File: config.mk
export PLATFORM = sky130hd
export DESIGN_NAME = regFile
export DESIGN_NICKNAME = d
export VERILOG_FILES = /design/src/pipe_pkg.sv /design/src/regFile.sv
export VERILOG_INCLUDE_DIRS = /design/src
export SDC_FILE = /design/constraint.sdc
export NUM_CORES = 2
export LEC_CHECK = 0
export BUFFER_PORTS_ARGS = -buffer_cell sky130_fd_sc_hd__buf_2
export CORE_MARGIN = 10
export CORE_UTILIZATION = 35
export CTS_BUF_LIST = sky130_fd_sc_hd__clkbuf_8
export DETAILED_ROUTE_END_ITERATION = 10
export GPL_TIMING_DRIVEN = 0
export SLEW_MARGIN = 20
export SYNTH_ARGS = -nofsm -noshare
export SYNTH_HDL_FRONTEND = slang
export SYNTH_SLANG_ARGS = --single-unit
File: constraint.sdc
create_clock -name clk -period 3 [get_ports clk]
set_clock_uncertainty 0.1 [all_clocks]
set_input_delay 0.6 -clock clk [delete_from_list [all_inputs] [get_ports clk]]
set_output_delay 0.6 -clock clk [all_outputs]
set_load 0.005 [all_outputs]
File: src/pipe_settings.svh
`ifndef PIPE_SETTINGS_SVH
`define PIPE_SETTINGS_SVH

// datapath and register index widths
`define PIPE_XLEN 32
`define PIPE_REG_AW 5
// data memory depth in words, addresses wrap
`define PIPE_DMEM_WORDS 64

// ============================================================
// opcode field, instr[31:26]
// ============================================================
`define PIPE_OP_RTYPE 6'h00
`define PIPE_OP_ADDIU 6'h09
`define PIPE_OP_SLTI 6'h0a
`define PIPE_OP_ANDI 6'h0c
`define PIPE_OP_ORI 6'h0d
`define PIPE_OP_LB 6'h20
`define PIPE_OP_LH 6'h21
`define PIPE_OP_LW 6'h23
`define PIPE_OP_LBU 6'h24
`define PIPE_OP_LHU 6'h25
`define PIPE_OP_SB 6'h28
`define PIPE_OP_SH 6'h29
`define PIPE_OP_SW 6'h2b

// ============================================================
// funct field of r-type, instr[5:0]
// ============================================================
`define PIPE_FN_SLL 6'h00
`define PIPE_FN_SRL 6'h02
`define PIPE_FN_SRA 6'h03
`define PIPE_FN_ADDU 6'h21
`define PIPE_FN_SUBU 6'h23
`define PIPE_FN_AND 6'h24
`define PIPE_FN_OR 6'h25
`define PIPE_FN_XOR 6'h26
`define PIPE_FN_NOR 6'h27
`define PIPE_FN_SLT 6'h2a
`define PIPE_FN_SLTU 6'h2b

`endif

File: src/pipe_pkg.sv
`include "pipe_settings.svh"

package pipe_pkg;

	// basic word and register index
	typedef logic [`PIPE_XLEN-1:0] wordT;
	typedef logic [`PIPE_REG_AW-1:0] regIdxT;

	// alu operations, addu must stay at zero
	typedef enum logic [3:0] {
		aluAddu, aluSubu, aluAnd, aluOr, aluXor, aluNor,
		aluSlt, aluSltu, aluSll, aluSrl, aluSra
	} aluOpE;

	// memory access kind, memNone at zero
	typedef enum logic [3:0] {
		memNone, memLw, memLh, memLhu, memLb, memLbu, memSw, memSh, memSb
	} memOpE;

	typedef enum logic [1:0] {
		excNone, reservedInstr, loadAddrErr, storeAddrErr
	} excCodeE;

	// execute operand source
	typedef enum logic [1:0] {fromReg, fromMem, fromWb} fwdSelE;

	// ============================================================
	// stage payloads
	// ============================================================
	typedef struct packed {
		aluOpE aluOp;
		logic useImm;
		logic immZeroExt;
		memOpE memOp;
		logic regWrite;
		excCodeE exc;
	} ctrlBundleT;

	typedef struct packed {
		ctrlBundleT ctrl;
		regIdxT rs;
		regIdxT rt;
		regIdxT dest;
		wordT opA;
		wordT opB;
		wordT imm;
		logic [4:0] shamt;
	} exStageT;

	typedef struct packed {
		ctrlBundleT ctrl;
		regIdxT dest;
		wordT aluRes;
		wordT storeData;
	} memStageT;

	// value holds result, effective address, or zero
	typedef struct packed {
		regIdxT dest;
		wordT value;
		logic regWrite;
		excCodeE exc;
	} retireT;

	function automatic logic isLoad(memOpE op);
		return op inside {memLw, memLh, memLhu, memLb, memLbu};
	endfunction

	function automatic logic isStore(memOpE op);
		return op inside {memSw, memSh, memSb};
	endfunction

endpackage

File: src/regFile.sv
`timescale 1ns/1ps
`include "pipe_settings.svh"

module regFile (
	input logic clk,
	input logic rst,
	input logic wrEn,
	input pipe_pkg::regIdxT wrAddr,
	input pipe_pkg::wordT wrData,
	input pipe_pkg::regIdxT rdAddrA,
	input pipe_pkg::regIdxT rdAddrB,
	output pipe_pkg::wordT rdDataA,
	output pipe_pkg::wordT rdDataB
);

	pipe_pkg::wordT regs [1 << `PIPE_REG_AW];

	// r0 is never stored
	always_ff @(posedge clk) begin
		if (rst) begin
			for (int i = 0; i < (1 << `PIPE_REG_AW); i++) begin
				regs[i] <= '0;
			end
		end else if (wrEn && wrAddr != '0) begin
			regs[wrAddr] <= wrData;
		end
	end

	// write-first bypass, r0 reads zero
	assign rdDataA = (rdAddrA == '0) ? '0 : (wrEn && wrAddr == rdAddrA) ? wrData : regs[rdAddrA];
	assign rdDataB = (rdAddrB == '0) ? '0 : (wrEn && wrAddr == rdAddrB) ? wrData : regs[rdAddrB];

endmodule

==> impl_metrics.tcl <==
set metrics [dict create \
    start_kind "flip-flop" \
    crit_arrival_ns 3.17 \
    final_cell_mix "edfxtp_1 (1024), and2_1 (994), mux4_2 (388)" \
    synth_area_mm2 0.0547 \
    max_slew_margin_pct 21.0 \
    rsz0062_at_grt "true" \
    grt_pass1_wl_um 326000 \
    internal-power_w 0.0247 \
    nFillCells 14110 \
    min_period_over_period_pct 129 \
    seqPwrFrac_pct 48.7 \
    cts_htree_levels 4 \
    fin_util_pct 42.2 \
    async_flop_share_pct 0 \
    hold_viol_final 0 \
    grt_pass1_vias 38733 \
    num_rows 145 \
    drt_pre_antenna_iters 8 \
    multi_input_area_mm2 0.0244 \
    root_buffer "clkbuf_8" \
    routedWlPerCell_um 38.6 \
    ys_seq_elements 1024 \
    io_pins 114 \
    numCtsBuffers 178 \
    required_ns 2.30 \
    setup_ws_ns -0.865 \
    place_hpwl_um 172000 \
    initial_core_util_pct 35.1 \
    period_needed_ns 3.87 \
    hp-class "in2reg" \
    cts.sinks 1024 \
    switching_share_pct 29.2 \
    finalSetupViolCount 64 \
    port_buffers 102 \
    initialDrtViolationCount 5789 \
    grt_overflow_total 0 \
    area_delta_synth_final_pct 20.3 \
    regMostFlops "regs" \
    avgSynthCellArea_um2 14.6 \
    fmaxAchievable_ghz 0.259 \
    fin_nets 4202 \
    top_regs "regs: 1024 flops" \
    p_per_area_mw_per_mm2 530 \
    antenna_found_initial 15 \
    dp_slack_ns -2.21 \
    postRouteAntennaNets 0 \
    violations "negative setup slack" \
    final_common_cell "edfxtp_1" \
    cts_tree "built" \
    netSwitchingPower_w 0.0102 \
    cap_violations 0 \
    maxSlewViolCount 0 \
    ir_drop_mv 0.489 \
    drive_gt1_share_pct 30.3 \
    largest_reg_flops 1024 \
    seq_area_frac_synth_pct 56.2 \
    routed_via_density 6.22 \
    seq_area_mm2 0.0307 \
    path_class "reg2out" \
    drc 0 \
    path_clk_slew_ns 0.06 \
    dieWidth_um 415 \
    grt_max_degree 33 \
    ys_dominant_reg_cell "edfxtp_1" \
    p_leak_nw 23.1 \
    gp_routability_congestion 1.07 \
    worstSetupEndpointType "primary output" \
    combPwrFrac_pct 16.9 \
    core_mm2 0.156 \
    crit_fanout 2 \
    syn_inst 3740 \
    p_clk_share_pct 34.4 \
    track_usage_pct 27.5 \
    max-clock-path-buffers 3 \
    fp.dieArea_mm2 0.173 \
    yosysWarnings 0 \
    synth_edf_count 1024 \
    dr_total_vias 39478 \
    synth_cell_types 50 \
    routed_wl_um 245000 \
    status "complete, but fails checks" \
    worst_pin_slew_ns 1.19 \
    fp.dieH_um 415 \
]
-- power groups by stage --
stage / Clock, W / Combinational (W) / Sequential (W)
2_1_floorplan: 0 / 0.00258 / 0.0171
3_3_place_gp: 0 / 0.00475 / 0.0172
3_5_place_dp: 0 / 0.00482 / 0.0172
4_1_cts: 0.0119 / 0.00561 / 0.0169
5_1_grt: 0.0125 / 0.00593 / 0.0170
6_report: 0.0120 / 0.00591 / 0.0170
-- logic make-up (layout without fill, tap and decap cells) --
logic type	after synthesis	after routing	share of synthesized area, %
AND/OR/NAND/NOR	1146	1146	12.7
XOR/XNOR	10	10	0.160
AO/OA/AOI/OAI	469	469	6.45
other	1	44	0.00685
multiplexers	674	674	21.2
flip-flops	1024	1024	56.2
buffers and inverters	416	918	3.23
-- synthesized netlist by cell type, drive strengths merged (3+ instances only) --
library cell | instances | area share (%)
or3b | 3 | 0.048
a221oi | 4 | 0.064
and2 | 996 | 11
mux4 | 388 | 16
edfxtp | 1024 | 56
mux2i | 281 | 5.1
o221a | 18 | 0.37
xnor2 | 10 | 0.16
a221o | 13 | 0.24
nor2b | 6 | 0.069
o2111ai | 3 | 0.048
nor3 | 3 | 0.027
mux2 | 5 | 0.10
o22ai | 41 | 0.47
a22oi | 133 | 1.8
o32ai | 4 | 0.064
nand2 | 35 | 0.24
o21ai | 9 | 0.082
nand3 | 12 | 0.11
a2111oi | 24 | 0.38
o211ai | 10 | 0.14
a32oi | 9 | 0.14
nor2 | 43 | 0.29
o221ai | 42 | 0.67
or2 | 33 | 0.38
o31ai | 4 | 0.055
clkbuf | 302 | 2.1
a22o | 55 | 0.88
a21oi | 78 | 0.71
buf | 112 | 1.1
nand3b | 5 | 0.069
o22a | 3 | 0.048
nand2b | 3 | 0.034
a31oi | 7 | 0.080
a211oi | 7 | 0.096
-- timing repair --
action / 4_1_cts / 5_1_grt
cloned: 3 / 0
hold buffers: 13 / 0
setup endpoints to repair: 64 / 64
pin swaps: 142 / 51
gates resized for setup: 705 / 117
hold endpoints to repair: 13 / 0
buffers inserted: 62 / 18
-- final cells by class --
type | count | share of cell area, %
antenna | 12 | 0.0456
buffer | 407 | 4.68
clock buffer | 185 | 3.87
clock inverter | 116 | 0.829
inverter | 2 | 0.0114
multi-input combinational | 2331 | 37.0
sequential | 1024 | 46.7
tap | 2058 | 3.91
timing repair buffer | 208 | 2.93
-- per-layer routing --
layer,GRT usage (%),routed length [um]
met5,0,89
met4,22.2,23500
met3,8.43,28300
met2,40.4,106000
met1,33.2,87200
-- path summary, 6_finish.rpt --
| check | start | endpoint | slack, ns | cells after the start |
|---|---|---|---|---|
| max | regs[12][15] | rdDataB[15] | -0.87 | 6 |
| min | wrData[24] | regs[5][24] | 0.07 | 2 |
-- worst max-delay path: stages (launching register included) --
cell and delay [ns]:
edfxtp_1 0.39, mux4_2 0.49, a22o_4 0.29, a2111oi_4 0.59, a21oi_2 0.07, a22o_1 0.26, buf_2 0.15
-- stage by stage --
stage               instances  hold slack, ns  setup TNS [ns]  total power (W)  cell area (um^2)
global placement         5931           0.897         -939.79           0.0219             57900
global route             6338          0.0491          -35.04           0.0355             65800
detailed placement       5942           0.905         -780.22           0.0220             58300
CTS                      6315          0.0170          -35.21           0.0344             65200
floorplan                3771           0.698          -0.151           0.0196             54900
finish                   6343          0.0718          -33.96           0.0349             65800
Note: power is estimated with default switching activity, not from simulation.
