===== config.mk =====
export PLATFORM = sky130hd
export DESIGN_NAME = memAccess
export DESIGN_NICKNAME = d
export VERILOG_FILES = /design/src/pipe_pkg.sv /design/src/memAccess.sv
export VERILOG_INCLUDE_DIRS = /design/src
export SDC_FILE = /design/constraint.sdc
export NUM_CORES = 2
export LEC_CHECK = 0
export ABC_AREA = 1
export CELL_PAD_IN_SITES_DETAIL_PLACEMENT = 1
export CELL_PAD_IN_SITES_GLOBAL_PLACEMENT = 1
export CORE_AREA = 2 2 468 470
export DETAILED_ROUTE_END_ITERATION = 16
export DIE_AREA = 0 0 470 472
export DONT_BUFFER_PORTS = 1
export PLACE_DENSITY = 0.73
export SKIP_LAST_GASP = 1
export SLEW_MARGIN = 25
export SYNTH_ARGS = -nofsm -noshare
export SYNTH_HDL_FRONTEND = slang
export SYNTH_SLANG_ARGS = --single-unit

===== constraint.sdc =====
create_clock -name clk -period 8.3 [get_ports clk]
set_input_delay 1.66 -clock clk [delete_from_list [all_inputs] [get_ports clk]]
set_output_delay 1.66 -clock clk [all_outputs]
set_load 0.01 [all_outputs]

===== src/pipe_settings.svh =====
`ifndef PIPE_SETTINGS_SVH
`define PIPE_SETTINGS_SVH

// datapath and register index widths
`define PIPE_XLEN 32
`define PIPE_REG_AW 5
// data memory depth in words, addresses wrap
`define PIPE_DMEM_WORDS 64

// ============================================================
// opcode field, instr[31:26]
// ============================================================
`define PIPE_OP_RTYPE 6'h00
`define PIPE_OP_ADDIU 6'h09
`define PIPE_OP_SLTI 6'h0a
`define PIPE_OP_ANDI 6'h0c
`define PIPE_OP_ORI 6'h0d
`define PIPE_OP_LB 6'h20
`define PIPE_OP_LH 6'h21
`define PIPE_OP_LW 6'h23
`define PIPE_OP_LBU 6'h24
`define PIPE_OP_LHU 6'h25
`define PIPE_OP_SB 6'h28
`define PIPE_OP_SH 6'h29
`define PIPE_OP_SW 6'h2b

// ============================================================
// funct field of r-type, instr[5:0]
// ============================================================
`define PIPE_FN_SLL 6'h00
`define PIPE_FN_SRL 6'h02
`define PIPE_FN_SRA 6'h03
`define PIPE_FN_ADDU 6'h21
`define PIPE_FN_SUBU 6'h23
`define PIPE_FN_AND 6'h24
`define PIPE_FN_OR 6'h25
`define PIPE_FN_XOR 6'h26
`define PIPE_FN_NOR 6'h27
`define PIPE_FN_SLT 6'h2a
`define PIPE_FN_SLTU 6'h2b

`endif


===== src/pipe_pkg.sv =====
`include "pipe_settings.svh"

package pipe_pkg;

	// basic word and register index
	typedef logic [`PIPE_XLEN-1:0] wordT;
	typedef logic [`PIPE_REG_AW-1:0] regIdxT;

	// alu operations, addu must stay at zero
	typedef enum logic [3:0] {
		aluAddu, aluSubu, aluAnd, aluOr, aluXor, aluNor,
		aluSlt, aluSltu, aluSll, aluSrl, aluSra
	} aluOpE;

	// memory access kind, memNone at zero
	typedef enum logic [3:0] {
		memNone, memLw, memLh, memLhu, memLb, memLbu, memSw, memSh, memSb
	} memOpE;

	typedef enum logic [1:0] {
		excNone, reservedInstr, loadAddrErr, storeAddrErr
	} excCodeE;

	// execute operand source
	typedef enum logic [1:0] {fromReg, fromMem, fromWb} fwdSelE;

	// ============================================================
	// stage payloads
	// ============================================================
	typedef struct packed {
		aluOpE aluOp;
		logic useImm;
		logic immZeroExt;
		memOpE memOp;
		logic regWrite;
		excCodeE exc;
	} ctrlBundleT;

	typedef struct packed {
		ctrlBundleT ctrl;
		regIdxT rs;
		regIdxT rt;
		regIdxT dest;
		wordT opA;
		wordT opB;
		wordT imm;
		logic [4:0] shamt;
	} exStageT;

	typedef struct packed {
		ctrlBundleT ctrl;
		regIdxT dest;
		wordT aluRes;
		wordT storeData;
	} memStageT;

	// value holds result, effective address, or zero
	typedef struct packed {
		regIdxT dest;
		wordT value;
		logic regWrite;
		excCodeE exc;
	} retireT;

	function automatic logic isLoad(memOpE op);
		return op inside {memLw, memLh, memLhu, memLb, memLbu};
	endfunction

	function automatic logic isStore(memOpE op);
		return op inside {memSw, memSh, memSb};
	endfunction

endpackage


===== src/memAccess.sv =====
`timescale 1ns/1ps
`include "pipe_settings.svh"

module memAccess (
	input logic clk,
	input logic rst,
	input logic valid,
	input pipe_pkg::memOpE memOp,
	input pipe_pkg::wordT addr,
	input pipe_pkg::wordT storeData,
	output pipe_pkg::wordT loadData,
	output pipe_pkg::excCodeE alignExc
);

	localparam int IdxW = $clog2(`PIPE_DMEM_WORDS);

	pipe_pkg::wordT mem [`PIPE_DMEM_WORDS];
	logic [IdxW-1:0] wordIdx;
	logic [1:0] off;
	logic misaligned;
	logic storeEn;
	logic [3:0] byteEn;
	pipe_pkg::wordT laneData;
	pipe_pkg::wordT rdWord;
	logic [15:0] halfSel;
	logic [7:0] byteSel;

	// word index wraps with memory depth
	assign wordIdx = addr[IdxW+1:2];
	assign off = addr[1:0];

	// ============================================================
	// alignment check
	// ============================================================
	always_comb begin
		case (memOp)
			pipe_pkg::memLw, pipe_pkg::memSw: misaligned = (off != 2'b00);
			pipe_pkg::memLh, pipe_pkg::memLhu, pipe_pkg::memSh: misaligned = off[0];
			default: misaligned = 1'b0;
		endcase
		alignExc = pipe_pkg::excNone;
		if (valid && misaligned) begin
			alignExc = pipe_pkg::isLoad(memOp) ? pipe_pkg::loadAddrErr : pipe_pkg::storeAddrErr;
		end
	end

	// ============================================================
	// store lanes, little endian byte order
	// ============================================================
	always_comb begin
		case (memOp)
			pipe_pkg::memSw: begin
				byteEn = 4'b1111;
				laneData = storeData;
			end
			pipe_pkg::memSh: begin
				byteEn = off[1] ? 4'b1100 : 4'b0011;
				laneData = {2{storeData[15:0]}};
			end
			pipe_pkg::memSb: begin
				byteEn = 4'b0001 << off;
				laneData = {4{storeData[7:0]}};
			end
			default: begin
				byteEn = 4'b0000;
				laneData = storeData;
			end
		endcase
	end

	// fault suppresses the write
	assign storeEn = valid && pipe_pkg::isStore(memOp) && (alignExc == pipe_pkg::excNone);

	always_ff @(posedge clk) begin
		if (rst) begin
			for (int w = 0; w < `PIPE_DMEM_WORDS; w++) begin
				mem[w] <= '0;
			end
		end else if (storeEn) begin
			for (int b = 0; b < 4; b++) begin
				if (byteEn[b]) begin
					mem[wordIdx][8*b +: 8] <= laneData[8*b +: 8];
				end
			end
		end
	end

	// load side, combinational read and extend
	assign rdWord = mem[wordIdx];
	assign halfSel = off[1] ? rdWord[31:16] : rdWord[15:0];
	assign byteSel = rdWord[8*off +: 8];

	always_comb begin
		case (memOp)
			pipe_pkg::memLw: loadData = rdWord;
			pipe_pkg::memLh: loadData = {{(`PIPE_XLEN-16){halfSel[15]}}, halfSel};
			pipe_pkg::memLhu: loadData = {{(`PIPE_XLEN-16){1'b0}}, halfSel};
			pipe_pkg::memLb: loadData = {{(`PIPE_XLEN-8){byteSel[7]}}, byteSel};
			pipe_pkg::memLbu: loadData = {{(`PIPE_XLEN-8){1'b0}}, byteSel};
			default: loadData = '0;
		endcase
	end

endmodule


==> summary.txt <==
CTS
  – CTS Hold Bufs: 0
  – H-tree levels: 4
  – Clock-pin slew on the worst setup and hold paths: 60 ps
  – CTS max path bufs: 3
  – Num CTS Buffers: 221
  – Root Buffer: clkbuf_16
  – Total number of clock tree sinks: 2,048
  – Gates resized, CTS repair: 0
  – CTS tree: built
  – Setup bufs post-CTS: 0

Route
  – Initial DRT Pass Iterations: 5
  – Vias: 77,400
  – Wirelength, routed: 349 mm
  – Wire per inst: 25.0 um
  – Routed Antenna Nets: 0
  – Iteration-0 DRC Markers: 7,573
  – Drc violations: 0
  – Vias per cell: 5.55

Setup path
  – CP Data Required Time: 6640 ps
  – Arr. time, crit path: 6430 ps
  – Crit path launch type: primary input
  – Endpoint class of the critical path: primary output
  – Type of the worst setup path: in -> out
  – CP max FO: 143

Cells and area
  – Share of cells above drive strength 1: 5.99%
  – Commonest non-fill, non-tap cell in the layout: nand2_1
  – Largest registers: mem: 2048 flops
  – Fin area: 0.107 mm^2
  – Final net count: 11,000
  – Finished Layout Cells: 13,900
  – Max reg flops: 2,048
  – Final core occ: 49.4%
  – Area Growth Syn to Fin: 10.0%
  – Most frequent cells in the layout: 5,329 x nand2_1, 2,233 x nor2_1, 2,048 x edfxtp_1, 229 x clkbuf_16, 208 x inv_1
  – Reg with most FFs: mem

Logic synthesis
  – Register area share after synthesis: 63.2%
  – Yosys synthesis warning count: 0
  – Synth unique cells: 32
  – Number of synthesized register bits: 2,048
  – Main synth FF type: edfxtp_1
  – Top cells by area, synth: edfxtp_1 63%, nand2_1 21%, nor2_1 8.8%
  – Synth Instances: 11,200
  – Largest area contributor in the netlist: edfxtp_1
  – Post-synth EDFFs: 2,048
  – Post-synth net total: 11,200
  – Synth Cell Area: 0.0973 mm^2
  – Syn Area/Cell: 8.72 um^2
  – Top-area cell type share of the netlist area: 63.2%
  – Post-synth ARST share: 0%

Job
  – Max Cap Viol: 0

Global routing
  – GRT Total Usage: 30.6%
  – Pin count of the biggest net entering global routing: 1,098
  – Vias in the first global route: 78,700
  – Initial antenna violation count: 24
  – First-pass GRT wire length: 506 mm
  – GRT overflow: 0

Floorplanning
  – Die footprint: 0.222 mm^2
  – Initial core utilization: 44.9%
  – Height of the die: 472 um
  – Standard-cell rows: 171
  – Placeable core region: 0.217 mm^2
  – Overall die width: 470 um
  – Ports: 105

Timing
  – Least-Margin Pin Slew: 1550 ps
  – Hold Violations, Final: 0
  – Minimum clock period: 8090 ps
  – Fmax: 124 MHz
  – Unrepaired setup endpoints after global routing: false
  – Final period utilization: 97.4%
  – Relative slew margins: -3.63%
  – Setup TNS: 0 ps
  – Final setup vio count: 0
  – Fin. max-slew vios: 94

Status
  – Failing checks: max-slew violations
  – Status: finished, violations left

Placed design
  – GPL Wtd Cong: 0.855
  – Placed cell area: 0.0999 mm^2
  – Detailed placer's ending HPWL: 215 mm
  – Post-Place Cells: 13,500
  – Port buffer count: 0

Pwr
  – VDD IR max: 0.249 mV
  – P per Cell Area: 222 mW/mm^2
  – LEAKAGE: 46.2 nW

Min path
  – Hold Crit Class: in -> reg
per-stage QoR:
step           setup slack [ps]  power, mW  hold WS (ps)
3_3_place_gp               1070       14.2          1900
2_1_floorplan              3330       13.5          1940
5_1_grt                     107       24.4          1030
3_5_place_dp               1020       14.2          1910
4_1_cts                    1090       23.7           978
6_report                    212       23.8          1030
synthesized netlist by cell type (3+ instances only):
master,n
nand2_1,5330
nor2_1,2284
edfxtp_1,2048
clkbuf_1,354
buf_2,279
inv_1,218
nand3_1,185
o21ai_0,118
a21oi_1,64
o211ai_1,52
o21ai_1,39
or2_2,28
nand2_2,25
buf_1,23
inv_2,19
buf_4,14
a21oi_2,12
or2_1,12
nand4_1,11
nor2_2,10
nor3_2,9
buf_6,7
nor2_4,5
nor3_1,3
worst max-delay path: stages:
cell and delay, ps:
buf_16 560, buf_16 400, inv_8 330, buf_12 390, o21ai_0 300, nand2_1 130, o21ai_0 250, nand2_1 130
nor2_1 220, nand2_1 380, nand2_1 170, nand2_1 120, o21ai_4 490, nand3_1 150, buf_4 180
kinds of logic (layout without fill, tap and decap cells):
logic type      count (synthesis)  after routing  share of synthesized area, %
compound gates                289            289                          1.70
buf+inv                       915            831                          4.00
flops                        2048           2048                          63.2
other cells                     0             12                             0
simple gates                 7905           7905                          31.1
metal layers:
layer | up-vias | part of all wire (%) | track usage, %
met1 | 38900 | 39 | 38.2
met4 | 6 | 5.9 | 16.8
met3 | 703 | 7.1 | 5.44
met5 | - | 0.013 | 0
li1 | 35000 | - | -
met2 | 2715 | 48 | 50.7
where the power goes:
part,internal (mW),switching [mW],leakage (nW),total (mW)
combinational,0.453,1.70,23.4,2.15
clock,5.37,4.25,3.37,9.62
sequential,11.9,0.148,19.4,12.0
total,17.7,6.10,46.2,23.8
layout make-up:
cell class                      instances  area (um^2)
Clock inverter                        137         1050
Inverter                              238          933
Tap cell                             2854         3570
Timing Repair Buffer                  180         1750
Fill cell                           25100       109000
Multi-Input combinational cell       8194        32400
Clock buffer                          276         5840
Sequential cell                      2048        61500
Antenna cell                           12         30.0
worst paths after layout:
| kind | start | end | slack, ps | depth (start not counted) |
|---|---|---|---|---|
| max | addr[2] | loadData[9] | 210 | 15 |
| min | storeData[24] | mem[32][24]$_SDFFCE_PN0P_ | 1030 | 2 |
Note: power is estimated with default switching activity, not from simulation.
