==> src/pipe_settings.svh <==
`ifndef PIPE_SETTINGS_SVH
`define PIPE_SETTINGS_SVH

// datapath and register index widths
`define PIPE_XLEN 32
`define PIPE_REG_AW 5
// data memory depth in words, addresses wrap
`define PIPE_DMEM_WORDS 64

// ============================================================
// opcode field, instr[31:26]
// ============================================================
`define PIPE_OP_RTYPE 6'h00
`define PIPE_OP_ADDIU 6'h09
`define PIPE_OP_SLTI 6'h0a
`define PIPE_OP_ANDI 6'h0c
`define PIPE_OP_ORI 6'h0d
`define PIPE_OP_LB 6'h20
`define PIPE_OP_LH 6'h21
`define PIPE_OP_LW 6'h23
`define PIPE_OP_LBU 6'h24
`define PIPE_OP_LHU 6'h25
`define PIPE_OP_SB 6'h28
`define PIPE_OP_SH 6'h29
`define PIPE_OP_SW 6'h2b

// ============================================================
// funct field of r-type, instr[5:0]
// ============================================================
`define PIPE_FN_SLL 6'h00
`define PIPE_FN_SRL 6'h02
`define PIPE_FN_SRA 6'h03
`define PIPE_FN_ADDU 6'h21
`define PIPE_FN_SUBU 6'h23
`define PIPE_FN_AND 6'h24
`define PIPE_FN_OR 6'h25
`define PIPE_FN_XOR 6'h26
`define PIPE_FN_NOR 6'h27
`define PIPE_FN_SLT 6'h2a
`define PIPE_FN_SLTU 6'h2b

`endif

==> src/pipe_pkg.sv <==
`include "pipe_settings.svh"

package pipe_pkg;

	// basic word and register index
	typedef logic [`PIPE_XLEN-1:0] wordT;
	typedef logic [`PIPE_REG_AW-1:0] regIdxT;

	// alu operations, addu must stay at zero
	typedef enum logic [3:0] {
		aluAddu, aluSubu, aluAnd, aluOr, aluXor, aluNor,
		aluSlt, aluSltu, aluSll, aluSrl, aluSra
	} aluOpE;

	// memory access kind, memNone at zero
	typedef enum logic [3:0] {
		memNone, memLw, memLh, memLhu, memLb, memLbu, memSw, memSh, memSb
	} memOpE;

	typedef enum logic [1:0] {
		excNone, reservedInstr, loadAddrErr, storeAddrErr
	} excCodeE;

	// execute operand source
	typedef enum logic [1:0] {fromReg, fromMem, fromWb} fwdSelE;

	// ============================================================
	// stage payloads
	// ============================================================
	typedef struct packed {
		aluOpE aluOp;
		logic useImm;
		logic immZeroExt;
		memOpE memOp;
		logic regWrite;
		excCodeE exc;
	} ctrlBundleT;

	typedef struct packed {
		ctrlBundleT ctrl;
		regIdxT rs;
		regIdxT rt;
		regIdxT dest;
		wordT opA;
		wordT opB;
		wordT imm;
		logic [4:0] shamt;
	} exStageT;

	typedef struct packed {
		ctrlBundleT ctrl;
		regIdxT dest;
		wordT aluRes;
		wordT storeData;
	} memStageT;

	// value holds result, effective address, or zero
	typedef struct packed {
		regIdxT dest;
		wordT value;
		logic regWrite;
		excCodeE exc;
	} retireT;

	function automatic logic isLoad(memOpE op);
		return op inside {memLw, memLh, memLhu, memLb, memLbu};
	endfunction

	function automatic logic isStore(memOpE op);
		return op inside {memSw, memSh, memSb};
	endfunction

endpackage

==> src/pipeCtrl.sv <==
`timescale 1ns/1ps

module pipeCtrl (
	input pipe_pkg::regIdxT rsD,
	input pipe_pkg::regIdxT rtD,
	input logic validD,
	input pipe_pkg::regIdxT destE,
	input logic loadE,
	input logic validE,
	input pipe_pkg::regIdxT rsE,
	input pipe_pkg::regIdxT rtE,
	input pipe_pkg::regIdxT destM,
	input logic writeM,
	input pipe_pkg::regIdxT destW,
	input logic writeW,
	output logic stallD,
	output logic bubbleE,
	output pipe_pkg::fwdSelE fwdA,
	output pipe_pkg::fwdSelE fwdB
);

	// producer writes a nonzero reg that the consumer reads
	function automatic logic hit(logic wr, pipe_pkg::regIdxT dst, pipe_pkg::regIdxT src);
		return wr && (dst != '0) && (dst == src);
	endfunction

	// load result only exists after memory, so hold one cycle
	assign stallD = validD && validE && (hit(loadE, destE, rsD) || hit(loadE, destE, rtD));
	assign bubbleE = stallD;

	// ============================================================
	// forwarding, youngest producer first
	// ============================================================
	always_comb begin
		if (hit(writeM, destM, rsE)) begin
			fwdA = pipe_pkg::fromMem;
		end else if (hit(writeW, destW, rsE)) begin
			fwdA = pipe_pkg::fromWb;
		end else begin
			fwdA = pipe_pkg::fromReg;
		end
		if (hit(writeM, destM, rtE)) begin
			fwdB = pipe_pkg::fromMem;
		end else if (hit(writeW, destW, rtE)) begin
			fwdB = pipe_pkg::fromWb;
		end else begin
			fwdB = pipe_pkg::fromReg;
		end
	end

endmodule

==> config.mk <==
export PLATFORM = sky130hd
export DESIGN_NAME = pipeCtrl
export DESIGN_NICKNAME = d
export VERILOG_FILES = /design/src/pipe_pkg.sv /design/src/pipeCtrl.sv
export VERILOG_INCLUDE_DIRS = /design/src
export SDC_FILE = /design/constraint.sdc
export NUM_CORES = 1
export LEC_CHECK = 0
export BUFFER_PORTS_ARGS = -buffer_cell sky130_fd_sc_hd__buf_4
export CAP_MARGIN = 20
export CELL_PAD_IN_SITES_DETAIL_PLACEMENT = 0
export CELL_PAD_IN_SITES_GLOBAL_PLACEMENT = 1
export CORE_MARGIN = 2
export CORE_UTILIZATION = 22
export DETAILED_ROUTE_END_ITERATION = 10
export PLACE_DENSITY = 0.82
export SLEW_MARGIN = 10
export SYNTH_ARGS = -nofsm -noshare
export SYNTH_HDL_FRONTEND = slang
export SYNTH_SLANG_ARGS = --single-unit
==> constraint.sdc <==
create_clock -name vclk -period 1.4
set_input_delay 0.07 -clock vclk [all_inputs]
set_output_delay 0.07 -clock vclk [all_outputs]
set_load 0.1 [all_outputs]
==> metrics.cfg, run 1 <==
[status]
outcome=finished with violations
failed_checks=setup timing

[grt]
grt_start_max_net_pins=4
grt_pass1_vias=520
grtUsageTotal_pct=12.0
grt_first_pass_wirelength_um=1920
antenna_found_initial=0
grt-ovfl-total=0

[routing]
first_pass_iters=2
wl_per_cell_um=10.9
final_antenna_net_count=0
vias=599
wirelength_um=1480
drtIter0Drc=1
avgViaCountPerCell=4.44
drcViolationCount=0

[pwr]
power_frac_comb_pct=100.0
pwr_density_cell_nw_per_um2=296
p_clk_share_pct=0
intPower_mw=0.178
seqPwrFrac_pct=0
p_sw_mw=0.136
sw_frac_of_total_pct=43.3
p_leak_nw=0.478
peakVddDrop_mv=0.165

[placement]
hpwlAfterDp_um=1410
gp_congestion=0.670
io_buffers=46
dp.cells=135
placed_area_sq_um=1000

[synth]
ys_warn_count=0
synth.most_common_cell=xor2_1
ys_seq_area_share_pct=0
syn_inst=50
syn_nets=90
yosys-top-cells-area=xor2_1 43%, xnor2_1 22%, or4_1 9.3%, nor4_2 6.2%, nand3_1 5.0%
ys_types=12
avgSynthCellArea_sq_um=8.06
yosysTopAreaCell=xor2_1
synth_common_cells=20 x xor2_1, 10 x xnor2_1, 5 x or4_1
synth_top_area_share_pct=43.5
synth.cell_area_sq_um=403

[finish]
regArea_sq_um=0
area_growth_pct=163
flops_and_latches=0
final_net_count=152
layout.core_utilization_pct=61.4
instances_no_fill=135
drive_gt1_share_pct=70.9
clock_buffers=0
n_antenna_cell=0
final_area_sq_um=1060

[sta]
rsz0062_at_grt=yes
timing.final.crit_share_pct=107
worst_slack_ps=-104
tightestPinTransition_ps=317
slew_headroom_pct=78.7
fmax_mhz=665
hold_violations=0
drv_slew=0
whs_ps=574
setup_violations=2
period_needed_ps=1500

[run]
maxCapViolCount=0

[floorplan]
fp.dieArea_sq_um=2190
start_util_pct=23.3
num_rows=15
die_w_um=46.8
die_h_um=46.8
coreArea_sq_um=1730
io-pin-count=46

[worst_setup_path]
end_kind=output port
critPathMaxFanout=2
path_class=in -> out
crit_required_ps=1330
cp-start-kind=input port
cp.arrival_ps=1430

[hold_path]
min_to=fwdB[0]
hold_depth=4
hold_path_class=in -> out
min_from=writeM

[clock_tree]
postCtsHoldBufs=0

how the worst max path moves through the flow:
stage,cells after the start,slack [ps],start,end
2_1_floorplan,4,-680,destM[1],fwdA[1]
3_3_place_gp,5,-170,rsE[3],fwdA[1]
3_5_place_dp,5,-190,rsE[3],fwdA[1]
4_1_cts,5,-110,rtE[4],fwdB[1]
5_1_grt,5,-150,rtE[4],fwdB[1]
6_report,5,-100,rtE[4],fwdB[1]
cell usage in the layout (no fill, tap or decap), types with 2 or more instances in the layout:
cell type  count
nand3_1        2
buf_4         52
nor4_4         4
or4_1          2
xnor2_1        4
xor2_1        20
nand3_2        2
xnor2_2        6
or4_4          3
buf_6          8
nor3_1         2
metal layers:
layer | vias to the layer above | global-route usage (%) | part of all wire, %
met5 | - | 0 | 0
met2 | 40 | 28.2 | 55
met3 | 0 | 1.54 | 14
met4 | 0 | 0 | 0
met1 | 258 | 10.6 | 31
li1 | 301 | - | -
per-stage QoR:
stage          setup slack [ps]  power (mW)  setup TNS (ps)
2_1_floorplan              -677       0.133           -1800
3_5_place_dp               -190       0.301            -494
5_1_grt                    -153       0.335            -282
4_1_cts                    -110       0.310            -217
6_report                   -104       0.314            -207
3_3_place_gp               -172       0.296            -437
power by group through the flow:
| stage | logic, mW | clock network (mW) | registers, mW |
|---|---|---|---|
| 2_1_floorplan | 0.133 | 0 | 0 |
| 3_3_place_gp | 0.296 | 0 | 0 |
| 3_5_place_dp | 0.301 | 0 | 0 |
| 4_1_cts | 0.310 | 0 | 0 |
| 5_1_grt | 0.335 | 0 | 0 |
| 6_report | 0.314 | 0 | 0 |
kinds of logic (layout without fill, tap and decap cells):
logic type      Yosys count  after routing  synth area share [%]
xor+xnor                 30             30                  65.2
simple gates             15             15                  26.1
compound gates            4              4                  6.83
buf+inv                   1             61                  1.86
critical path: stages:
cell	delay [ps]
buf_4	120
xor2_1	150
or4_4	540
nor4_4	290
buf_6	260
final cells by class:
class                      count  area (sq um)
fill                         167           667
multi-input combinational     49           528
tap                           25          31.3
timing repair buffer          61           500
repair_timing:
item / in CTS / in global routing
setup buffers: 0 / 0
pin swaps: 2 / 4
setup endpoints to repair: 4 / 4
hold endpoints to repair: 0 / 0
resized for setup: 9 / 6
No activity file was read; power rests on OpenSTA's default activity.
==> run 2: changes to the inputs <==
SETUP_SLACK_MARGIN = 0.5   (was default)
==> run 2 against run 1 <==
Compared with the run above:
- the flow still finishes with violations (setup timing)
- hold slack worse by 31 ps
- routed wire length is 17% higher
- final cell count is 0.74% higher
- global-route usage is 3.8 points higher
- critical path depth stayed put
- via count is 0.17% higher
- critical endpoint is now fwdA[1]
- highest routed layer unchanged
- fmax is 1.7% lower
- non-clock buffer count is 1 higher
==> metrics.cfg, run 2 (synthesis gave the netlist of run 1 again) <==
[grt]
grtUsageTotal_pct=15.7
grt_start_max_net_pins=4
grt_first_pass_wirelength_um=2510
grt-ovfl-total=0
antenna_found_initial=0
grt_pass1_vias=647

[worst_setup_path]
path_class=in -> out
crit_required_ps=1330
critPathMaxFanout=2
cp.arrival_ps=1460
cp-start-kind=input port
end_kind=output port

[routing]
drcViolationCount=0
first_pass_iters=1
avgViaCountPerCell=4.41
drtIter0Drc=0
wl_per_cell_um=12.7
final_antenna_net_count=0
vias=600
wirelength_um=1720

[floorplan]
die_h_um=46.8
fp.dieArea_sq_um=2190
die_w_um=46.8
start_util_pct=23.3
coreArea_sq_um=1730
io-pin-count=46
num_rows=15

[status]
outcome=finished with violations
failed_checks=setup timing

[sta]
period_needed_ps=1530
hold_violations=0
fmax_mhz=654
timing.final.crit_share_pct=109
worst_slack_ps=-130
rsz0062_at_grt=yes
whs_ps=543
drv_slew=0
setup_tns_ps=-240
setup_violations=2
tightestPinTransition_ps=317
slew_headroom_pct=78.7

[hold_path]
hold_path_class=in -> out
min_from=validD
min_to=bubbleE
hold_depth=4

[placement]
hpwlAfterDp_um=1430
io_buffers=46
place_ws_ps=-227
gp_congestion=0.676

[finish]
layout.core_utilization_pct=65.9
flops_and_latches=0
mostFrequentLayoutCells=49 x buf_4, 20 x xor2_1, 8 x buf_6
drive_gt1_share_pct=74.8
final_net_count=153
area_growth_pct=183
fill_cells=162
clock_buffers=0
regArea_sq_um=0
final_common_cell=buf_4
multi_input_area_sq_um=559
n_antenna_cell=0

[pwr]
peakVddDrop_mv=0.157
p_leak_nw=0.498
pwr_density_cell_nw_per_um2=295

[run]
maxCapViolCount=0

## run 2: cell count changes in the layout (fill, tap and decap cells not counted)
cell | previous run | this run
buf_4 | 52 | 49
nor3_2 | 0 | 2
or4_1 | 2 | 1
buf_8 | 0 | 2
buf_12 | 1 | 3
o2111ai_4 | 0 | 1
o2111ai_1 | 1 | 0
nor3_1 | 2 | 0
or4_4 | 3 | 4
## run 2: where the power goes
group	total [mW]	internal (mW)	switching (mW)	leakage (nW)
logic	0.336	0.189	0.147	0.498
clock network	0	0	0	0
registers	0	0	0	0
## run 2: routing by layer
layer,track usage (%),share of wire [%],vias up,routed length [um]
met4,0,0,0,0
met3,1.92,9.3,0,160
met2,36.4,59,39,1020
met5,0,0,-,0
met1,14.6,31,259,539
li1,-,-,302,-
## run 2: metrics by stage
stage	total power [mW]	std cells	cell area, sq um
floorplan	0.133	50	531
global placement	0.295	134	992
finish	0.336	136	1140
global route	0.360	136	1140
CTS	0.329	135	1110
detailed placement	0.299	134	992
## run 2: area by class of cell
type | count | share of cell area (%)
repair buffers | 62 | 48.1
well taps | 25 | 2.75
multi-input cells | 49 | 49.1
## run 2: worst max-delay path, stage by stage
cell and delay [ps]:
buf_4 120, xor2_1 150, or4_4 560, nor4_4 300, buf_6 260
## run 2: timing repair
item                                    4_1_cts  5_1_grt
endpoints found under the setup margin        6        6
hold buffers                                  0        0
hold endpoints to repair                      0        0
pin swaps                                     7        6
buffers inserted                              1        1
gates resized for setup                      26        4
## run 2: worst max path at each step
stage,startpoint,end
2_1_floorplan,destM[1],fwdA[1]
3_3_place_gp,destW[3],fwdB[1]
3_5_place_dp,destW[3],fwdA[1]
4_1_cts,rsE[4],fwdA[1]
5_1_grt,rsE[2],fwdA[1]
6_report,rsE[2],fwdA[1]
