File: src/pipe_settings.svh
`ifndef PIPE_SETTINGS_SVH
`define PIPE_SETTINGS_SVH

// datapath and register index widths
`define PIPE_XLEN 32
`define PIPE_REG_AW 5
// data memory depth in words, addresses wrap
`define PIPE_DMEM_WORDS 64

// ============================================================
// opcode field, instr[31:26]
// ============================================================
`define PIPE_OP_RTYPE 6'h00
`define PIPE_OP_ADDIU 6'h09
`define PIPE_OP_SLTI 6'h0a
`define PIPE_OP_ANDI 6'h0c
`define PIPE_OP_ORI 6'h0d
`define PIPE_OP_LB 6'h20
`define PIPE_OP_LH 6'h21
`define PIPE_OP_LW 6'h23
`define PIPE_OP_LBU 6'h24
`define PIPE_OP_LHU 6'h25
`define PIPE_OP_SB 6'h28
`define PIPE_OP_SH 6'h29
`define PIPE_OP_SW 6'h2b

// ============================================================
// funct field of r-type, instr[5:0]
// ============================================================
`define PIPE_FN_SLL 6'h00
`define PIPE_FN_SRL 6'h02
`define PIPE_FN_SRA 6'h03
`define PIPE_FN_ADDU 6'h21
`define PIPE_FN_SUBU 6'h23
`define PIPE_FN_AND 6'h24
`define PIPE_FN_OR 6'h25
`define PIPE_FN_XOR 6'h26
`define PIPE_FN_NOR 6'h27
`define PIPE_FN_SLT 6'h2a
`define PIPE_FN_SLTU 6'h2b

`endif

File: src/pipe_pkg.sv
`include "pipe_settings.svh"

package pipe_pkg;

	// basic word and register index
	typedef logic [`PIPE_XLEN-1:0] wordT;
	typedef logic [`PIPE_REG_AW-1:0] regIdxT;

	// alu operations, addu must stay at zero
	typedef enum logic [3:0] {
		aluAddu, aluSubu, aluAnd, aluOr, aluXor, aluNor,
		aluSlt, aluSltu, aluSll, aluSrl, aluSra
	} aluOpE;

	// memory access kind, memNone at zero
	typedef enum logic [3:0] {
		memNone, memLw, memLh, memLhu, memLb, memLbu, memSw, memSh, memSb
	} memOpE;

	typedef enum logic [1:0] {
		excNone, reservedInstr, loadAddrErr, storeAddrErr
	} excCodeE;

	// execute operand source
	typedef enum logic [1:0] {fromReg, fromMem, fromWb} fwdSelE;

	// ============================================================
	// stage payloads
	// ============================================================
	typedef struct packed {
		aluOpE aluOp;
		logic useImm;
		logic immZeroExt;
		memOpE memOp;
		logic regWrite;
		excCodeE exc;
	} ctrlBundleT;

	typedef struct packed {
		ctrlBundleT ctrl;
		regIdxT rs;
		regIdxT rt;
		regIdxT dest;
		wordT opA;
		wordT opB;
		wordT imm;
		logic [4:0] shamt;
	} exStageT;

	typedef struct packed {
		ctrlBundleT ctrl;
		regIdxT dest;
		wordT aluRes;
		wordT storeData;
	} memStageT;

	// value holds result, effective address, or zero
	typedef struct packed {
		regIdxT dest;
		wordT value;
		logic regWrite;
		excCodeE exc;
	} retireT;

	function automatic logic isLoad(memOpE op);
		return op inside {memLw, memLh, memLhu, memLb, memLbu};
	endfunction

	function automatic logic isStore(memOpE op);
		return op inside {memSw, memSh, memSb};
	endfunction

endpackage

File: src/instrDecode.sv
`timescale 1ns/1ps
`include "pipe_settings.svh"

module instrDecode (
	input pipe_pkg::wordT instr,
	output pipe_pkg::ctrlBundleT ctrl,
	output pipe_pkg::regIdxT rs,
	output pipe_pkg::regIdxT rt,
	output pipe_pkg::regIdxT dest,
	output pipe_pkg::wordT imm,
	output logic [4:0] shamt
);

	logic [5:0] opcode;
	logic [5:0] funct;
	logic destRd;

	// fixed mips field positions
	assign opcode = instr[31:26];
	assign funct = instr[5:0];
	assign rs = instr[25:21];
	assign rt = instr[20:16];
	assign shamt = instr[10:6];

	always_comb begin
		// zero struct is addu, no memory, no write, no fault
		ctrl = '0;
		destRd = 1'b0;
		case (opcode)
			`PIPE_OP_RTYPE: begin
				destRd = 1'b1;
				ctrl.regWrite = 1'b1;
				case (funct)
					`PIPE_FN_ADDU: ctrl.aluOp = pipe_pkg::aluAddu;
					`PIPE_FN_SUBU: ctrl.aluOp = pipe_pkg::aluSubu;
					`PIPE_FN_AND: ctrl.aluOp = pipe_pkg::aluAnd;
					`PIPE_FN_OR: ctrl.aluOp = pipe_pkg::aluOr;
					`PIPE_FN_XOR: ctrl.aluOp = pipe_pkg::aluXor;
					`PIPE_FN_NOR: ctrl.aluOp = pipe_pkg::aluNor;
					`PIPE_FN_SLT: ctrl.aluOp = pipe_pkg::aluSlt;
					`PIPE_FN_SLTU: ctrl.aluOp = pipe_pkg::aluSltu;
					`PIPE_FN_SLL: ctrl.aluOp = pipe_pkg::aluSll;
					`PIPE_FN_SRL: ctrl.aluOp = pipe_pkg::aluSrl;
					`PIPE_FN_SRA: ctrl.aluOp = pipe_pkg::aluSra;
					default: begin
						// unknown funct, no write
						ctrl.regWrite = 1'b0;
						ctrl.exc = pipe_pkg::reservedInstr;
					end
				endcase
			end
			`PIPE_OP_ADDIU: begin
				ctrl.useImm = 1'b1;
				ctrl.regWrite = 1'b1;
			end
			`PIPE_OP_SLTI: begin
				ctrl.aluOp = pipe_pkg::aluSlt;
				ctrl.useImm = 1'b1;
				ctrl.regWrite = 1'b1;
			end
			// logic immediates are zero extended
			`PIPE_OP_ANDI, `PIPE_OP_ORI: begin
				ctrl.aluOp = (opcode == `PIPE_OP_ANDI) ? pipe_pkg::aluAnd : pipe_pkg::aluOr;
				ctrl.useImm = 1'b1;
				ctrl.immZeroExt = 1'b1;
				ctrl.regWrite = 1'b1;
			end
			// loads: address is rs + signed offset
			`PIPE_OP_LW: ctrl = '{pipe_pkg::aluAddu, 1'b1, 1'b0, pipe_pkg::memLw, 1'b1,
				pipe_pkg::excNone};
			`PIPE_OP_LH: ctrl = '{pipe_pkg::aluAddu, 1'b1, 1'b0, pipe_pkg::memLh, 1'b1,
				pipe_pkg::excNone};
			`PIPE_OP_LHU: ctrl = '{pipe_pkg::aluAddu, 1'b1, 1'b0, pipe_pkg::memLhu, 1'b1,
				pipe_pkg::excNone};
			`PIPE_OP_LB: ctrl = '{pipe_pkg::aluAddu, 1'b1, 1'b0, pipe_pkg::memLb, 1'b1,
				pipe_pkg::excNone};
			`PIPE_OP_LBU: ctrl = '{pipe_pkg::aluAddu, 1'b1, 1'b0, pipe_pkg::memLbu, 1'b1,
				pipe_pkg::excNone};
			// stores never write a register
			`PIPE_OP_SW: ctrl = '{pipe_pkg::aluAddu, 1'b1, 1'b0, pipe_pkg::memSw, 1'b0,
				pipe_pkg::excNone};
			`PIPE_OP_SH: ctrl = '{pipe_pkg::aluAddu, 1'b1, 1'b0, pipe_pkg::memSh, 1'b0,
				pipe_pkg::excNone};
			`PIPE_OP_SB: ctrl = '{pipe_pkg::aluAddu, 1'b1, 1'b0, pipe_pkg::memSb, 1'b0,
				pipe_pkg::excNone};
			default: ctrl.exc = pipe_pkg::reservedInstr;
		endcase
	end

	// r-type writes rd, the rest rt
	assign dest = destRd ? instr[15:11] : rt;
	assign imm = ctrl.immZeroExt ? {{(`PIPE_XLEN-16){1'b0}}, instr[15:0]}
		: {{(`PIPE_XLEN-16){instr[15]}}, instr[15:0]};

endmodule

File: config.mk
export PLATFORM = sky130hd
export DESIGN_NAME = instrDecode
export DESIGN_NICKNAME = d
export VERILOG_FILES = /design/src/pipe_pkg.sv /design/src/instrDecode.sv
export VERILOG_INCLUDE_DIRS = /design/src
export SDC_FILE = /design/constraint.sdc
export NUM_CORES = 1
export LEC_CHECK = 0
export BUFFER_PORTS_ARGS = -buffer_cell sky130_fd_sc_hd__buf_2
export CORE_ASPECT_RATIO = 1.5
export CORE_UTILIZATION = 34
export DETAILED_ROUTE_END_ITERATION = 8
export PLACE_DENSITY_LB_ADDON = 0.05
export SYNTH_ARGS = -nofsm -noshare
export SYNTH_HDL_FRONTEND = slang
export SYNTH_SLANG_ARGS = --single-unit
File: constraint.sdc
create_clock -name vclk -period 1.8
set_clock_uncertainty 0.1 [all_clocks]
set_input_delay 0.36 -clock vclk [all_inputs]
set_output_delay 0.36 -clock vclk [all_outputs]
set_load 0.005 [all_outputs]
==> impl_results.html, run 1 <==
<table>
<tr><th>Metric</th><th>Value</th></tr>
<tr><th colspan="2">Global route</th></tr>
<tr><td>Maximum number of pins on one net before global-route repair</td><td>11</td></tr>
<tr><td>Global-route wire length before repair</td><td>roughly 3300 µm</td></tr>
<tr><td>GRT busiest layer</td><td>met2</td></tr>
<tr><td>Met3 track utilization from global routing</td><td>less than 1%</td></tr>
<tr><td>Antenna violations before repair</td><td>0</td></tr>
<tr><td>Met2 track demand over resource in global routing</td><td>25.9%</td></tr>
<tr><td>Vias in the first global route</td><td>roughly 810</td></tr>
<tr><td>Total global routing track utilization</td><td>13.5%</td></tr>
<tr><td>Met1 layer usage reported by global route</td><td>between 10% and 20%</td></tr>
<tr><td>Final global-route overflow total</td><td>0</td></tr>
<tr><th colspan="2">Worst setup path</th></tr>
<tr><td>Critical Path Source</td><td>instr[27]</td></tr>
<tr><td>Worst setup EP type</td><td>output pin</td></tr>
<tr><td>Family with the most delay on the worst path</td><td>simple AND/OR/NAND/NOR gates</td></tr>
<tr><td>CP max-delay cell</td><td>nor4_4</td></tr>
<tr><td>Highest net fanout along the worst path</td><td>5</td></tr>
<tr><td>Buffer and inverter count on the worst path</td><td>3</td></tr>
<tr><td>Series of cell instances along the critical path</td><td>buf_8 &gt; nor4_4 &gt; nand2_2 &gt; buf_6 &gt; mux2_4 &gt; buf_6</td></tr>
<tr><td>Most prevalent standard cell on the critical path</td><td>buf_6</td></tr>
<tr><td>Kind of start point of the critical path</td><td>input pin</td></tr>
<tr><td>CP Data Required Time</td><td>around 1.3 ns</td></tr>
<tr><td>Kind of critical path</td><td>input pin to output pin</td></tr>
<tr><td>Worst stage delay on the critical path</td><td>between 0.3 and 0.4 ns</td></tr>
<tr><td>Data arrival time of the critical path</td><td>roughly 1.4 ns</td></tr>
<tr><th colspan="2">Timing</th></tr>
<tr><td>Final count of negative-setup-slack endpoints</td><td>7</td></tr>
<tr><td>Number of hold-slack violations in the final timing report</td><td>0</td></tr>
<tr><td>Worst Setup Slack, final</td><td>-0.0825 ns</td></tr>
<tr><td>Total Negative Setup Slacks</td><td>-0.357 ns</td></tr>
<tr><td>Max-slew violation count</td><td>0</td></tr>
<tr><td>Fraction of the cycle the final worst path needs</td><td>105%</td></tr>
<tr><td>Setup repair after global routing missed its margin</td><td>yes</td></tr>
<tr><td>Hold Worst Slack</td><td>0.620 ns</td></tr>
<tr><td>Achievable Freq</td><td>roughly 530 MHz</td></tr>
<tr><td>Final critical-path required period</td><td>1.88 ns</td></tr>
<tr><th colspan="2">Cells and area</th></tr>
<tr><td>Sequential cell count</td><td>0</td></tr>
<tr><td>Relative area change from synthesis to final layout</td><td>31.3%</td></tr>
<tr><td>Total Nets Final</td><td>between 200 and 250</td></tr>
<tr><td>Antenna diode count</td><td>0</td></tr>
<tr><td>Sequential cell area</td><td>0 µm²</td></tr>
<tr><td>Fraction of layout cells with a size suffix above 1</td><td>between 60% and 70%</td></tr>
<tr><td>Commonest cells after routing, fill and taps aside</td><td>65 x buf_2, 18 x buf_4, 7 x buf_6</td></tr>
<tr><td>Layout fillers</td><td>around 280</td></tr>
<tr><td>Number of clock buffers in the layout</td><td>0</td></tr>
<tr><td>Most common cell after layout, fill and taps aside</td><td>buf_2</td></tr>
<tr><th colspan="2">Logic synthesis</th></tr>
<tr><td>Cell count after synthesis</td><td>131</td></tr>
<tr><td>Number of nets in the synthesized netlist</td><td>163</td></tr>
<tr><td>Share of the yosys chip area belonging to registers</td><td>0%</td></tr>
<tr><td>Post-Synthesis Cell Area</td><td>931 µm²</td></tr>
<tr><td>Yosys warnings</td><td>0</td></tr>
<tr><td>Avg Inst Size Synth</td><td>~7 µm²</td></tr>
<tr><td>Yosys cell types</td><td>38</td></tr>
<tr><th colspan="2">Routing</th></tr>
<tr><td>Number of search-and-repair iterations in the first detailed-routing pass</td><td>2</td></tr>
<tr><td>Antenna-violating nets left</td><td>0</td></tr>
<tr><td>Number of DRC violations after detailed routing</td><td>0</td></tr>
<tr><td>Vias per cell</td><td>4.67</td></tr>
<tr><td>Average detailed-routed wire length per instance</td><td>approximately 11 µm</td></tr>
<tr><td>Total Routed Length</td><td>2180 µm</td></tr>
<tr><td>Number of design-rule violations left by the first detailed-router iteration</td><td>6</td></tr>
<tr><td>Detailed-route via count</td><td>966</td></tr>
<tr><th colspan="2">Die</th></tr>
<tr><td>Number of placed I/O pins</td><td>97</td></tr>
<tr><td>Total Die Area</td><td>a little under 0.003 mm²</td></tr>
<tr><td>Die outline height</td><td>between 60 and 70 µm</td></tr>
<tr><td>Row count</td><td>22</td></tr>
<tr><td>Initial Util</td><td>~37%</td></tr>
<tr><td>Area of the core</td><td>~0.0025 mm²</td></tr>
<tr><td>Die outline width</td><td>~45 µm</td></tr>
<tr><th colspan="2">Status</th></tr>
<tr><td>Violations in the final reports</td><td>negative setup slack</td></tr>
<tr><td>Status</td><td>complete, but fails checks</td></tr>
<tr><th colspan="2">Placed design</th></tr>
<tr><td>Gp weighted congestion</td><td>around 0.78</td></tr>
<tr><td>HPWL reported at the end of detailed placement</td><td>1830 µm</td></tr>
<tr><td>Port bufs</td><td>between 70 and 80</td></tr>
<tr><th colspan="2">Power and ir drop</th></tr>
<tr><td>Worst ir drop on vdd</td><td>a little over 0.00009 V</td></tr>
<tr><td>Cell area power density</td><td>between 200 and 250 mW/mm²</td></tr>
<tr><td>Total design power</td><td>roughly 250 µW</td></tr>
<tr><td>Leakage power summed over all cells</td><td>around 0.00063 µW</td></tr>
<tr><th colspan="2">Worst hold path</th></tr>
<tr><td>Hold WC Path Type</td><td>input pin to output pin</td></tr>
<tr><td>Min-Delay Startpoint</td><td>instr[7]</td></tr>
<tr><th colspan="2">Flow run</th></tr>
<tr><td>Max-cap violation count</td><td>0</td></tr>
</table>
logic make-up after synthesis:
family                    after synthesis  synth area share (%)
muxes                                   7                  8.74
xor gates and xnor gates                2                  1.88
AOI/OAI and AO/OA                      24                  16.8
buffers and inverters                  59                  46.9
other                                   1                 0.403
and+or+nand+nor                        38                  25.3
area by class of cell:
cell class	count	area [µm²]	area share, %
multi-input cells	72	563	46.1
inverters	4	15.0	1.23
well taps	36	45.0	3.68
repair buffers	95	599	49.0
cells in the mapped netlist, types with 2 or more instances:
master | number | area, µm²
buf_6 | 4 | 45.0
nand3_1 | 3 | 15.0
nand2_1 | 3 | 11.3
buf_4 | 49 | 368
inv_1 | 4 | 15.0
nor2b_1 | 4 | 25.0
nor4_1 | 2 | 12.5
a31oi_1 | 3 | 18.8
nor2_1 | 6 | 22.5
a21oi_1 | 6 | 30.0
xor2_1 | 2 | 17.5
nor3_1 | 5 | 25.0
o21ai_0 | 4 | 20.0
o22a_1 | 2 | 17.5
o21bai_1 | 2 | 15.0
mux2_2 | 5 | 56.3
nand2b_1 | 5 | 31.3
o31ai_1 | 2 | 15.0
metrics by stage:
step	cell area [µm²]	worst slack (ns)	cells	util, %
after floorplan	940	0.0937	131	-
after global placement	1050	-0.127	201	41.6
after detailed placement	1050	-0.140	201	41.6
after CTS	1130	-0.0935	205	44.8
after global routing	1220	-0.148	207	48.3
final	1220	-0.0825	207	48.3
power breakdown:
part           switching [µW]  internal, µW
clock                       0             0
sequential                  0             0
combinational             117           136
worst paths after layout:
check,slack [ns],end,cells after the start
min,0.62,imm[7],0
max,-0.08,dest[4],6
per-layer routing:
metal	wire (µm)	part of all wire [%]
met5	0	0
met4	0	0
met3	99	4.5
met2	1240	57
met1	837	38
timing repair:
item / CTS / global route
resized for setup: 13 / 17
pin swaps: 11 / 10
hold buffers: 0 / 0
setup buffers: 4 / 2
endpoints found under the setup margin: 27 / 27
Power figures use the tool's default switching activity.
==> inputs of run 2 (changes only) <==
--- a/config.mk
+++ b/config.mk
@@ -10,7 +10,9 @@
 export CORE_ASPECT_RATIO = 1.5
 export CORE_UTILIZATION = 34
 export DETAILED_ROUTE_END_ITERATION = 8
-export PLACE_DENSITY_LB_ADDON = 0.05
+export GPL_TIMING_DRIVEN = 0
+export PLACE_DENSITY_LB_ADDON = 0.08
+export SETUP_SLACK_MARGIN = 0.15
 export SYNTH_ARGS = -nofsm -noshare
 export SYNTH_HDL_FRONTEND = slang
 export SYNTH_SLANG_ARGS = --single-unit
==> run 2 against run 1 <==
Against the previous run:
- the run still ends with negative setup slack left
- setup slack improved by 0.0074 ns
- first-iteration DRC count did not move
- hold slack improved by 0.17 ns
- critical path depth unchanged
- core utilization grew 27 points
- die area stayed put
- largest cell class unchanged
- highest routed layer unchanged
==> impl_results.html, run 2 (synthesized netlist as in run 1, its figures left out) <==
<table>
<tr><th>Metric</th><th>Value</th></tr>
<tr><th colspan="2">Worst hold path</th></tr>
<tr><td>Min-Delay Startpoint</td><td>instr[24] (was instr[7])</td></tr>
<tr><td>Worst Hold Endpoint</td><td>rs[3] (was imm[7])</td></tr>
<tr><td>Cell count of the worst hold path</td><td>2 (was 0)</td></tr>
<tr><td>Hold WC Path Type</td><td>input pin to output pin (unchanged)</td></tr>
<tr><th colspan="2">Worst setup path</th></tr>
<tr><td>CP Data Required Time</td><td>1.34 ns (about the same)</td></tr>
<tr><td>Kind of start point of the critical path</td><td>input pin (unchanged)</td></tr>
<tr><td>Kind of critical path</td><td>input pin to output pin (unchanged)</td></tr>
<tr><td>Data arrival time of the critical path</td><td>1.42 ns (about the same)</td></tr>
<tr><td>Highest net fanout along the worst path</td><td>6 (was 5)</td></tr>
<tr><td>Worst setup EP type</td><td>output pin (unchanged)</td></tr>
<tr><th colspan="2">Cells and area</th></tr>
<tr><td>Non-filler cells in the finished layout</td><td>262 (was 207)</td></tr>
<tr><td>Antenna diode count</td><td>0 (unchanged)</td></tr>
<tr><td>Sequential cell area</td><td>0 µm² (unchanged)</td></tr>
<tr><td>Post-layout utilization of the core</td><td>75.1% (was 48.3%)</td></tr>
<tr><td>Most common cell after layout, fill and taps aside</td><td>buf_2 (unchanged)</td></tr>
<tr><td>Fraction of layout cells with a size suffix above 1</td><td>78.8% (was 67.8%)</td></tr>
<tr><td>Sequential cell count</td><td>0 (unchanged)</td></tr>
<tr><td>Total Nets Final</td><td>260 (was 205)</td></tr>
<tr><td>Relative area change from synthesis to final layout</td><td>104% (was 31.3%)</td></tr>
<tr><td>Commonest cells after routing, fill and taps aside</td><td>60 x buf_2, 41 x buf_6, 40 x buf_4 (was 65 x buf_2, 18 x buf_4, 7 x buf_6)</td></tr>
<tr><td>Number of clock buffers in the layout</td><td>0 (unchanged)</td></tr>
<tr><th colspan="2">Placed design</th></tr>
<tr><td>Port bufs</td><td>81 (was 71)</td></tr>
<tr><td>HPWL reported at the end of detailed placement</td><td>2110 µm (was 1830 µm)</td></tr>
<tr><td>Gp weighted congestion</td><td>0.697 (was 0.776)</td></tr>
<tr><td># placed instances</td><td>248 (was 201)</td></tr>
<tr><th colspan="2">Die</th></tr>
<tr><td>Initial Util</td><td>36.8% (unchanged)</td></tr>
<tr><td>Area of the core</td><td>0.00253 mm² (unchanged)</td></tr>
<tr><td>Die outline width</td><td>44.7 µm (unchanged)</td></tr>
<tr><td>Total Die Area</td><td>0.00296 mm² (unchanged)</td></tr>
<tr><td>Row count</td><td>22 (unchanged)</td></tr>
<tr><td>Number of placed I/O pins</td><td>97 (unchanged)</td></tr>
<tr><td>Die outline height</td><td>66.1 µm (unchanged)</td></tr>
<tr><th colspan="2">Routing</th></tr>
<tr><td>Antenna-violating nets left</td><td>0 (unchanged)</td></tr>
<tr><td>Average detailed-routed wire length per instance</td><td>12.2 µm (was 10.5 µm)</td></tr>
<tr><td>Detailed-route via count</td><td>1200 (was 966)</td></tr>
<tr><td>Vias per cell</td><td>4.58 (was 4.67)</td></tr>
<tr><td>Number of design-rule violations left by the first detailed-router iteration</td><td>6 (unchanged)</td></tr>
<tr><td>Number of search-and-repair iterations in the first detailed-routing pass</td><td>4 (was 2)</td></tr>
<tr><td>Total Routed Length</td><td>3200 µm (was 2180 µm)</td></tr>
<tr><td>Number of DRC violations after detailed routing</td><td>0 (unchanged)</td></tr>
<tr><th colspan="2">Power and ir drop</th></tr>
<tr><td>Clock power frac</td><td>0% (about the same)</td></tr>
<tr><td>Internal power contribution</td><td>263 µW (was 136 µW)</td></tr>
<tr><td>Sequential fraction of design power</td><td>0% (about the same)</td></tr>
<tr><td>Worst ir drop on vdd</td><td>0.000136 V (was 0.0000936 V)</td></tr>
<tr><td>Proportion of total power due to net switching</td><td>39.0% (was 46.3%)</td></tr>
<tr><td>Leakage power summed over all cells</td><td>0.000978 µW (was 0.000631 µW)</td></tr>
<tr><td>Switching Power</td><td>168 µW (was 117 µW)</td></tr>
<tr><td>Logic gate share of total power</td><td>100.0% (about the same)</td></tr>
<tr><td>Cell area power density</td><td>227 mW/mm² (was 207 mW/mm²)</td></tr>
<tr><th colspan="2">Status</th></tr>
<tr><td>Status</td><td>complete, but fails checks (unchanged)</td></tr>
<tr><td>Violations in the final reports</td><td>negative setup slack (unchanged)</td></tr>
<tr><th colspan="2">Timing</th></tr>
<tr><td>Number of hold-slack violations in the final timing report</td><td>0 (unchanged)</td></tr>
<tr><td>Fraction of the cycle the final worst path needs</td><td>104% (was 105%)</td></tr>
<tr><td>Worst Setup Slack, final</td><td>-0.0751 ns (was -0.0825 ns)</td></tr>
<tr><td>Achievable Freq</td><td>533 MHz (was 531 MHz)</td></tr>
<tr><td>Final critical-path required period</td><td>1.88 ns (about the same)</td></tr>
<tr><td>Setup repair after global routing missed its margin</td><td>yes (unchanged)</td></tr>
<tr><td>Hold Worst Slack</td><td>0.785 ns (was 0.620 ns)</td></tr>
<tr><td>Final count of negative-setup-slack endpoints</td><td>26 (was 7)</td></tr>
<tr><td>Max-slew violation count</td><td>0 (unchanged)</td></tr>
<tr><th colspan="2">Global route</th></tr>
<tr><td>Vias in the first global route</td><td>982 (was 805)</td></tr>
<tr><td>Maximum number of pins on one net before global-route repair</td><td>11 (unchanged)</td></tr>
<tr><td>Antenna violations before repair</td><td>0 (unchanged)</td></tr>
<tr><td>Global-route wire length before repair</td><td>4180 µm (was 3280 µm)</td></tr>
<tr><td>Total global routing track utilization</td><td>17.3% (was 13.5%)</td></tr>
<tr><td>Final global-route overflow total</td><td>0 (unchanged)</td></tr>
<tr><th colspan="2">Flow run</th></tr>
<tr><td>Max-cap violation count</td><td>0 (unchanged)</td></tr>
</table>
==> run 2: cell types whose count changed in the layout (fill, tap and decap cells not counted), sizes merged <==
cell    change
buf        +55
clkbuf      -1
nor2b       +1
==> run 2: cell type report <==
| cell class | instances | area [µm²] |
|---|---|---|
| timing repair buffer | 94 | 679 |
| inverter | 4 | 20.0 |
| fill | 183 | 631 |
| buffer | 55 | 502 |
| multi-input combinational | 73 | 656 |
| tap | 36 | 45.0 |
==> run 2: worst max-delay path, cell delays in order <==
cell	delay (ns)
buf_8	0.10
nor4_4	0.30
nand2_2	0.09
buf_6	0.14
mux2_4	0.30
buf_6	0.12
==> run 2: repair_timing <==
action / 4_1_cts / 5_1_grt
hold buffers: 0 / 0
buffers inserted: 8 / 5
gates resized for setup: 24 / 57
pin swaps: 10 / 12
endpoints found under the setup margin: 31 / 33
gates cloned: 1 / 0
==> run 2: metal layers <==
metal	global-route usage [%]	up-vias	wire length [µm]
met1	19.3	552	1090
met5	0	-	0
met3	1.09	0	181
met2	35.3	53	1940
li1	-	595	-
met4	0.758	0	0
==> run 2: worst max path at each step <==
| stage | from | endpoint | slack [ns] |
|---|---|---|---|
| global route | instr[27] | dest[4] | -0.12 |
| global placement | instr[26] | ctrl[0] | -0.18 |
| CTS | instr[28] | dest[4] | -0.07 |
| floorplan | instr[3] | ctrl[9] | 0.14 |
| finish | instr[27] | dest[4] | -0.08 |
| detailed placement | instr[26] | ctrl[0] | -0.18 |
==> run 2: power groups by stage <==
stage	clock network (µW)	logic, µW	registers, µW
2_1_floorplan	0	194	0
3_3_place_gp	0	300	0
3_5_place_dp	0	304	0
4_1_cts	0	337	0
5_1_grt	0	462	0
6_report	0	431	0
==> run 2: stage by stage <==
step | area [µm²] | setup TNS [ns] | total power, µW | setup slack [ns]
after floorplan | 963 | 0 | 194 | 0.138
after detailed placement | 1410 | -3.35 | 304 | -0.182
after global placement | 1410 | -2.81 | 300 | -0.181
final | 1900 | -0.803 | 431 | -0.0751
after global routing | 1900 | -1.98 | 462 | -0.116
after CTS | 1570 | -0.677 | 337 | -0.0735
